[src/design/cam_params.svh]
`ifndef CAM_PARAMS_SVH
`define CAM_PARAMS_SVH

// Number of CAM entries
`define CAM_DEPTH 16

// Width of one stored word
`define CAM_DATA_W 64

// Search key taken from the low bits of the stored word
`define CAM_KEY_W 16

// Location index width is log2 of the depth
`define CAM_LOC_W 4

`endif

[src/design/cam_pkg.sv]
`include "cam_params.svh"

package cam_pkg;

	typedef logic [`CAM_LOC_W-1:0] cam_loc_t;

	typedef logic [`CAM_KEY_W-1:0] cam_key_t;

	typedef logic [`CAM_DATA_W-1:0] cam_data_t;

	// Whole entry storage as one packed array with index 0 at the bottom
	typedef logic [`CAM_DEPTH-1:0][`CAM_DATA_W-1:0] cam_entries_t;

	// Start-up counter first, then only recirculated locations
	typedef enum logic {
		ALLOC_START,
		ALLOC_RECIRC
	} alloc_phase_t;

endpackage

[src/design/cam_free_fifo.sv]
`timescale 1ns/10ps
`include "cam_params.svh"

module cam_free_fifo (
	input  logic             clk,
	input  logic             rst_an,
	input  logic             push,
	input  cam_pkg::cam_loc_t push_loc,
	input  logic             pop,
	output logic             not_empty,
	output cam_pkg::cam_loc_t head_loc
);

	import cam_pkg::*;

	cam_loc_t                 mem [`CAM_DEPTH];
	cam_loc_t                 rd_ptr;
	cam_loc_t                 wr_ptr;
	logic [`CAM_LOC_W:0]      count;
	logic                     full;

	// Depth is a power of two, so the pointers wrap on their own
	always_ff @(posedge clk) begin
		if (push) begin
			mem[wr_ptr] <= push_loc;
		end
	end

	always_ff @(posedge clk or negedge rst_an) begin
		if (!rst_an) begin
			rd_ptr <= '0;
			wr_ptr <= '0;
			count <= '0;
		end else begin
			if (push) begin
				wr_ptr <= wr_ptr + 1'b1;
			end
			if (pop) begin
				rd_ptr <= rd_ptr + 1'b1;
			end
			case ({push, pop})
				2'b10: count <= count + 1'b1;
				2'b01: count <= count - 1'b1;
				default: count <= count;
			endcase
		end
	end

	assign not_empty = (count != '0);
	assign full = (count == (`CAM_LOC_W+1)'(`CAM_DEPTH));
	assign head_loc = mem[rd_ptr];

	// ==============================
	// A full FIFO means every entry is free, so no snoop can hit
	a_no_push_full: assert property (@(posedge clk) disable iff (!rst_an)
		push |-> !full);

	a_no_pop_empty: assert property (@(posedge clk) disable iff (!rst_an)
		pop |-> not_empty);

endmodule

[src/design/cam_loc_alloc.sv]
`timescale 1ns/10ps
`include "cam_params.svh"

module cam_loc_alloc (
	input  logic             clk,
	input  logic             rst_an,
	input  logic             wr_valid,
	output logic             wr_ready,
	output logic             alloc_en,
	output cam_pkg::cam_loc_t alloc_loc,
	input  logic             free_en,
	input  cam_pkg::cam_loc_t free_loc
);

	import cam_pkg::*;

	alloc_phase_t phase;
	cam_loc_t     start_cnt;
	logic         fifo_pop;
	logic         fifo_not_empty;
	cam_loc_t     fifo_head;

	// Freed locations go into the FIFO in both phases
	cam_free_fifo cam_free_fifo_inst (
		.clk       (clk),
		.rst_an    (rst_an),
		.push      (free_en),
		.push_loc  (free_loc),
		.pop       (fifo_pop),
		.not_empty (fifo_not_empty),
		.head_loc  (fifo_head)
	);

	// ==============================
	// The counter hands out every location once, then the FIFO takes over
	always_ff @(posedge clk or negedge rst_an) begin
		if (!rst_an) begin
			phase <= ALLOC_START;
			start_cnt <= '0;
		end else if (alloc_en && phase == ALLOC_START) begin
			start_cnt <= start_cnt + 1'b1;
			if (start_cnt == cam_loc_t'(`CAM_DEPTH - 1)) begin
				phase <= ALLOC_RECIRC;
			end
		end
	end

	assign wr_ready = (phase == ALLOC_START) | fifo_not_empty;
	assign alloc_en = wr_valid & wr_ready;
	assign alloc_loc = (phase == ALLOC_START) ? start_cnt : fifo_head;
	assign fifo_pop = alloc_en & (phase == ALLOC_RECIRC);

	// A stalled write stays requested until a location frees up
	a_wr_held_while_stalled: assert property (@(posedge clk) disable iff (!rst_an)
		wr_valid && !wr_ready |=> wr_valid);

endmodule

[src/design/cam_entry_array.sv]
`timescale 1ns/10ps
`include "cam_params.svh"

module cam_entry_array (
	input  logic                  clk,
	input  logic                  rst_an,
	input  logic                  alloc_en,
	input  cam_pkg::cam_loc_t      alloc_loc,
	input  cam_pkg::cam_data_t     wr_data,
	input  logic                  free_en,
	input  cam_pkg::cam_loc_t      free_loc,
	output cam_pkg::cam_entries_t  entries,
	output logic [`CAM_DEPTH-1:0] entry_valid
);

	// ==============================
	// Word storage
	always_ff @(posedge clk or negedge rst_an) begin
		if (!rst_an) begin
			entries <= '0;
		end else if (alloc_en) begin
			entries[alloc_loc] <= wr_data;
		end
	end

	// Valid bits. Allocation only reaches free entries and a hit only valid ones,
	// so the set and the clear never land on the same bit
	always_ff @(posedge clk or negedge rst_an) begin
		if (!rst_an) begin
			entry_valid <= '0;
		end else begin
			if (alloc_en) begin
				entry_valid[alloc_loc] <= 1'b1;
			end
			if (free_en) begin
				entry_valid[free_loc] <= 1'b0;
			end
		end
	end

	// The allocator and the snoop path together must keep free and valid apart
	a_alloc_free_entry: assert property (@(posedge clk) disable iff (!rst_an)
		alloc_en |-> !entry_valid[alloc_loc]);

endmodule

[src/design/cam_snoop_match.sv]
`timescale 1ns/10ps
`include "cam_params.svh"

module cam_snoop_match (
	input  logic                  clk,
	input  logic                  rst_an,
	input  logic                  snoop_valid,
	input  cam_pkg::cam_key_t      snoop_key,
	input  cam_pkg::cam_entries_t  entries,
	input  logic [`CAM_DEPTH-1:0] entry_valid,
	output logic                  free_en,
	output cam_pkg::cam_loc_t      free_loc,
	output logic                  snoop_done,
	output logic                  snoop_hit,
	output cam_pkg::cam_data_t     snoop_data
);

	import cam_pkg::*;

	logic     hit_any;
	cam_loc_t hit_loc;

	// ==============================
	// Parallel compare on the low key bits. Scanning downwards lets the
	// lowest matching index win
	always_comb begin
		hit_any = 1'b0;
		hit_loc = '0;
		for (int i = `CAM_DEPTH - 1; i >= 0; i--) begin
			if (entry_valid[i] && cam_key_t'(entries[i]) == snoop_key) begin
				hit_any = 1'b1;
				hit_loc = cam_loc_t'(i);
			end
		end
	end

	// The hit location is released in the strobe cycle itself
	assign free_en = snoop_valid & hit_any;
	assign free_loc = hit_loc;

	// ==============================
	// One-cycle result register with zero data on a miss
	always_ff @(posedge clk or negedge rst_an) begin
		if (!rst_an) begin
			snoop_done <= 1'b0;
			snoop_hit <= 1'b0;
			snoop_data <= '0;
		end else begin
			snoop_done <= snoop_valid;
			snoop_hit <= free_en;
			snoop_data <= free_en ? entries[hit_loc] : '0;
		end
	end

	// A hit entry is gone in the cycle the result is presented
	a_hit_invalidates: assert property (@(posedge clk) disable iff (!rst_an)
		free_en |=> !entry_valid[$past(free_loc)]);

endmodule

[src/design/cam_top.sv]
`timescale 1ns/10ps
`include "cam_params.svh"

module cam_top (
	input  logic              clk,
	input  logic              rst_an,
	input  logic              wr_valid,
	input  cam_pkg::cam_data_t wr_data,
	output logic              wr_ready,
	input  logic              snoop_valid,
	input  cam_pkg::cam_key_t  snoop_key,
	output logic              snoop_done,
	output logic              snoop_hit,
	output cam_pkg::cam_data_t snoop_data
);

	import cam_pkg::*;

	logic                  alloc_en;
	cam_loc_t              alloc_loc;
	logic                  free_en;
	cam_loc_t              free_loc;
	cam_entries_t          entries;
	logic [`CAM_DEPTH-1:0] entry_valid;

	// ==============================
	// Write side
	cam_loc_alloc cam_loc_alloc_inst (
		.clk       (clk),
		.rst_an    (rst_an),
		.wr_valid  (wr_valid),
		.wr_ready  (wr_ready),
		.alloc_en  (alloc_en),
		.alloc_loc (alloc_loc),
		.free_en   (free_en),
		.free_loc  (free_loc)
	);

	cam_entry_array cam_entry_array_inst (
		.clk         (clk),
		.rst_an      (rst_an),
		.alloc_en    (alloc_en),
		.alloc_loc   (alloc_loc),
		.wr_data     (wr_data),
		.free_en     (free_en),
		.free_loc    (free_loc),
		.entries     (entries),
		.entry_valid (entry_valid)
	);

	// ==============================
	// The snoop side feeds freed locations back to the allocator
	cam_snoop_match cam_snoop_match_inst (
		.clk         (clk),
		.rst_an      (rst_an),
		.snoop_valid (snoop_valid),
		.snoop_key   (snoop_key),
		.entries     (entries),
		.entry_valid (entry_valid),
		.free_en     (free_en),
		.free_loc    (free_loc),
		.snoop_done  (snoop_done),
		.snoop_hit   (snoop_hit),
		.snoop_data  (snoop_data)
	);

endmodule

[config.mk]
export PLATFORM = sky130hd
export DESIGN_NAME = cam_top
export DESIGN_NICKNAME = d
export VERILOG_FILES = /design/src/design/cam_pkg.sv /design/src/design/cam_free_fifo.sv /design/src/design/cam_loc_alloc.sv /design/src/design/cam_entry_array.sv /design/src/design/cam_snoop_match.sv /design/src/design/cam_top.sv
export VERILOG_INCLUDE_DIRS = /design/src /design/src/design
export SDC_FILE = /design/constraint.sdc
export NUM_CORES = 2
export LEC_CHECK = 0
export ABC_AREA = 0
export BUFFER_PORTS_ARGS = -buffer_cell sky130_fd_sc_hd__buf_4
export CAP_MARGIN = 10
export CELL_PAD_IN_SITES_DETAIL_PLACEMENT = 2
export CELL_PAD_IN_SITES_GLOBAL_PLACEMENT = 2
export CORE_UTILIZATION = 40
export DETAILED_ROUTE_END_ITERATION = 16
export HOLD_SLACK_MARGIN = 0.15
export MAX_ROUTING_LAYER = met4
export PLACE_DENSITY = 0.83
export SLEW_MARGIN = 20
export SYNTH_ARGS = -nofsm -noshare
export SYNTH_HDL_FRONTEND = slang
export SYNTH_SLANG_ARGS = --single-unit
[constraint.sdc]
create_clock -name clk -period 4 [get_ports clk]
set_input_delay 0.2 -clock clk [delete_from_list [all_inputs] [get_ports clk]]
set_output_delay 0.2 -clock clk [all_outputs]
set_load 0.05 [all_outputs]
==> flow_metrics.py, run 1 <==
metrics = {
    "timing": {
        "worst_endpoint_kind": "register input",
        "worstEndpointGrtRepair": "cam_snoop_match_inst.snoop_data[23]$_DFF_PN0_/D",
    },
    "cts": {
        "cts_made_buffers": 135,
        "htree_levels": 4,
        "clock_sinks": 1188,
        "cts_root_buf": "clkbuf_16",
        "cts_buffer_depth": 3,
    },
    "floorplanning": {
        "die_y_um": 380,
        "start_util": 0.404,
        "die_w_um": 380,
        "rows": 138,
        "num_io_pins": 151,
    },
    "placement": {
        "dp_hpwl_um": 159000,
        "port-buffer-count": 150,
        "globalplace.congestion": 1.01,
    },
    "logic_synthesis": {
        "synth.cell_area_um2": 57100,
        "synth_edf_count": 64,
        "ys.flop_type": "dfrtp_1",
        "synth_nets": 4563,
        "syn-instance-count": 4469,
        "ys_warn_count": 0,
        "yosysUniqueCellTypes": 77,
        "async_flop_share": 0.946,
        "ys_seq_area_frac": 0.526,
        "ys_ff_latch": 1188,
        "synth.avg_cell_area_um2": 12.8,
    },
    "global_routing": {
        "antenna_found_initial": 45,
        "grt-ovfl-total": 108,
        "grt_max_degree": 119,
        "grt_usage": 0.700,
    },
    "status": {
        "stop_error": "[ERROR GRT-0232] Routing congestion too high. Check the congestion heatmap in the GUI.",
        "status": "stopped before the end",
        "failed_stage": "global routing",
    },
}
-- cells by family after synthesis --
logic type / synth area share
fa+ha+maj: 0.00219
xor+xnor: 0.0418
simple gates: 0.0732
mux: 0.277
flops: 0.526
buf+inv: 0.0318
compound gates: 0.0476
-- per-stage QoR --
step | util | setup WS (ns) | std cells | area (um^2)
after CTS | 0.506 | -0.0925 | 6982 | 71600
after detailed placement | 0.448 | -0.418 | 6565 | 63500
after global placement | 0.448 | -0.386 | 6565 | 63500
after floorplan | - | 0.00301 | 4469 | 57200
-- synth_stat cells (all sizes together), types with 12 or more instances --
library cell	number	area, um^2
nor3	18	90.1
clkbuf	199	752
mux4	20	450
a41o	12	120
and4	15	131
a31o	19	166
o21ai	23	115
inv	15	56.3
or4	13	101
a2111oi	13	165
dfrtp	1124	28100
a21oi	33	165
o221a	12	135
nor2	119	447
nor4b	40	357
buf	163	1010
nand2	427	1600
nor4	46	288
mux2	1085	12200
a31oi	42	263
a32oi	53	464
nand3	15	75.1
a32o	40	400
o22ai	45	288
nand2b	14	87.6
and3	35	219
nand4	51	319
mux2i	318	3180
a221oi	14	123
xnor2	139	1220
edfxtp	64	1920
xor2	133	1160
-- per-layer routing --
| metal | GRT usage | overflow |
|---|---|---|
| met1 | 0.687 | 1 |
| met2 | 0.845 | 60 |
| met3 | 0.550 | 0 |
| met4 | 0.667 | 47 |
| met5 | - | - |
-- what timing repair did --
action,in CTS
setup endpoints to repair,264
cloned,20
pin swaps,94
gates resized for setup,300
hold buffers,69
endpoints found under the hold margin,1407
setup buffers,96
==> inputs of run 2 (changes only) <==
- CELL_PAD_IN_SITES_DETAIL_PLACEMENT: 2 -> unset
- CELL_PAD_IN_SITES_GLOBAL_PLACEMENT: 2 -> unset
- CORE_UTILIZATION: 40 -> 35
- HOLD_SLACK_MARGIN: 0.15 -> unset
- MAX_ROUTING_LAYER: met4 -> unset
- PLACE_DENSITY: 0.83 -> unset
- PLACE_DENSITY_LB_ADDON: unset -> 0.15
- clock period: 4 -> 5.2 ns (I/O delays scaled with it)
==> run 2 against run 1 <==
  * The run now ends clean
  * Area after synthesis is the same
  * Synthesized cell count is the same
==> flow_metrics.py, run 2 <==
metrics = {
    "status": {
        "status": "complete, no violations",
    },
    "power_and_ir_drop": {
        "power-per-cell-area_nw_per_um2": 549,
        "p_leak_nw": 27.8,
        "ir_drop_mv": 0.352,
        "fin_total_pwr_mw": 36.7,
    },
    "routing": {
        "first_pass_iters": 5,
        "wirelength_um": 200000,
        "post_drt_wl_per_cell_um": 28.9,
        "postRouteAntennaNets": 0,
        "vias_per_cell": 5.46,
        "drt-initial-drc-count": 2588,
        "vias": 37714,
        "drc_errors": 0,
    },
    "cts": {
        "cts_hold_buffers": 67,
        "htree_levels": 4,
        "cts_buffer_depth": 3,
        "post_cts_resized": 0,
        "cts_root_buf": "clkbuf_16",
        "cts_made_buffers": 142,
        "cts_tree": "yes",
        "clk_latency_ns": 0.80,
        "postCtsSetupBuffers": 0,
        "clk_pin_slew_ns": 0.06,
        "clock_sinks": 1188,
    },
    "finish": {
        "seq_area_um2": 30000,
        "final_cell_mix": "dfrtp_1 (1124), mux2_2 (1085), nand2_1 (421), mux2i_1 (318), buf_4 (254)",
        "final.fill_count": 15222,
        "drive_gt1_frac": 0.362,
        "largest_reg_flops": 1024,
        "multi_input_area_um2": 25500,
        "nNetsFinal": 4724,
        "regMostFlops": "cam_entry_array_inst.entries",
        "reg.largest.list": "cam_entry_array_inst.entries: 1024 flops, cam_loc_alloc_inst.cam_free_fifo_inst.mem: 64 flops, cam_snoop_match_inst.snoop_data: 64 flops",
        "stdcell_area_um2": 66900,
        "layout.cells.most_common": "dfrtp_1",
        "area_growth_pct": 17.1,
    },
    "timing": {
        "final_hold_viol_count": 0,
        "period_needed_ns": 4.50,
        "hold_slack_ns": 0.133,
        "finalCritPeriodShare": 0.865,
        "slew_viol_final": 0,
        "fin_skew_ns": 0.0357,
        "rsz0062_at_grt": "false",
        "fmax_mhz": 222,
        "worst_pin_slew_ns": 1.08,
        "final.setup.worst_slack_ns": 0.704,
        "tns_ns": 0,
        "relSlewSlack": 0.281,
        "setup_viol": 0,
    },
    "global_routing": {
        "grt_pass1_vias": 38987,
        "grt_usage": 0.244,
        "grt_pass1_wl_um": 290000,
        "grt_max_degree": 140,
        "grt-ovfl-total": 0,
        "antenna_found_initial": 17,
    },
    "logic_synthesis": {
        "ys_warn_count": 0,
        "muxShareOfSynthArea": 0.277,
        "yosys-top-cells-area": "dfrtp_1 (49%), mux2_2 (21%), mux2i_1 (5.6%), edfxtp_1 (3.4%), nand2_1 (2.8%)",
        "synth_edf_count": 64,
        "synth-simple-area-share": 0.0732,
        "yosysTopAreaCell": "dfrtp_1",
        "yosys-top-cells-count": "dfrtp_1 (1124), mux2_2 (1085), nand2_1 (427), mux2i_1 (318), clkbuf_1 (197)",
        "synth-adder-area-share": 0.00219,
        "async_flop_share": 0.946,
        "synth_top_family_by_area": "multiplexers",
        "ys.flop_type": "dfrtp_1",
        "synthXorXnorAreaFrac": 0.0418,
        "synth_nets": 4563,
        "syn-instance-count": 4469,
        "synth.avg_cell_area_um2": 12.8,
        "synth.most_common_cell": "dfrtp_1",
        "synth.cell_area_um2": 57100,
        "ys_ff_latch": 1188,
        "netlist.area_leader.share": 0.492,
        "ys_seq_area_frac": 0.526,
        "yosysUniqueCellTypes": 77,
        "synth-compound-area-share": 0.0476,
    },
    "floorplanning": {
        "dieArea_um2": 165000,
        "rows": 147,
        "num_io_pins": 151,
        "core_area_um2": 161000,
        "start_util": 0.354,
        "die_w_um": 406,
        "die_y_um": 406,
    },
    "placement": {
        "dp_hpwl_um": 130000,
        "globalplace.congestion": 0.950,
        "port-buffer-count": 150,
        "place_ws_ns": 0.675,
        "postPlaceCellArea_um2": 61400,
    },
    "critical_path": {
        "path_max_fanout": 35,
        "r2r_slack_ns": 0.70,
        "cp.arrival_ns": 5.16,
        "r2r_end": "cam_entry_array_inst.entries[657]",
        "timing_worst_setup_path_type": "reg -> reg",
        "reg2reg_depth": 8,
        "worst_setup_path_start_kind": "flip-flop",
        "end_kind": "flip-flop",
        "crit_required_ns": 5.87,
        "reg2reg_from": "cam_loc_alloc_inst.cam_free_fifo_inst.rd_ptr[0]",
    },
    "hold_path": {
        "hold_class": "in -> async",
    },
    "job": {
        "maxCapViolCount": 0,
    },
}
## run 2: cell counts after synthesis
Identical to the previous run, type by type.
## run 2: report_power, final
part / internal, mW / switching [mW] / total, mW
combinational: 5.52 / 5.23 / 10.7
clock: 5.95 / 4.18 / 10.1
sequential: 13.3 / 2.58 / 15.8
total: 24.7 / 12.0 / 36.7
## run 2: worst max path at each step
stage                                               startpoint  cells past startpoint  slack [ns]                                              to
2_1_floorplan                                     snoop_key[4]                     22        0.92  cam_loc_alloc_inst.cam_free_fifo_inst.count[4]
3_3_place_gp                                     snoop_key[10]                     13        0.70             cam_snoop_match_inst.snoop_data[60]
3_5_place_dp                                     snoop_key[15]                     15        0.67             cam_snoop_match_inst.snoop_data[16]
4_1_cts        cam_loc_alloc_inst.cam_free_fifo_inst.rd_ptr[0]                      8        0.69               cam_entry_array_inst.entries[670]
5_1_grt                      cam_entry_array_inst.entries[847]                     14        0.56             cam_snoop_match_inst.snoop_data[17]
6_report       cam_loc_alloc_inst.cam_free_fifo_inst.rd_ptr[0]                      8        0.70               cam_entry_array_inst.entries[657]
## run 2: worst max-delay path, stage by stage (launching register included)
cell      delay [ns]
dfrtp_1         0.32
buf_4           0.35
mux4_2          0.57
mux4_2          0.48
mux2_2          0.38
nor2b_1         0.75
nand2b_4        0.70
buf_4           0.48
mux2_2          0.30
## run 2: layout make-up
cell class / instances / area share
diodes: 5 / 0.000187
clock buffers: 221 / 0.0650
clock inverters: 38 / 0.00701
inverters: 16 / 0.000898
multi-input cells: 2903 / 0.381
flip-flops and latches: 1188 / 0.449
well taps: 2160 / 0.0404
repair buffers: 379 / 0.0558
## run 2: layer usage
layer,vias to the layer above,track usage,wire length (um)
met5,-,0,64
met4,10,0.0719,5530
met3,269,0.0395,8230
met2,773,0.393,94100
met1,20160,0.336,92100
li1,16502,-,-
## run 2: per-stage QoR
stage | utilization | cells
after global placement | 0.381 | 6579
after CTS | 0.415 | 6905
after detailed placement | 0.381 | 6579
after global routing | 0.415 | 6908
final | 0.415 | 6910
after floorplan | - | 4469
## run 2: cells by family (layout without fill, tap and decap cells)
group,count (synthesis),in the layout
AO/OA/AOI/OAI,343,343
XOR/XNOR,272,272
adder cells (fa/ha/maj),10,10
buffers and inverters,378,654
flip-flops,1188,1188
multiplexers,1423,1423
other,0,5
AND/OR/NAND/NOR,855,855
Note: power is estimated with default switching activity, not from simulation.
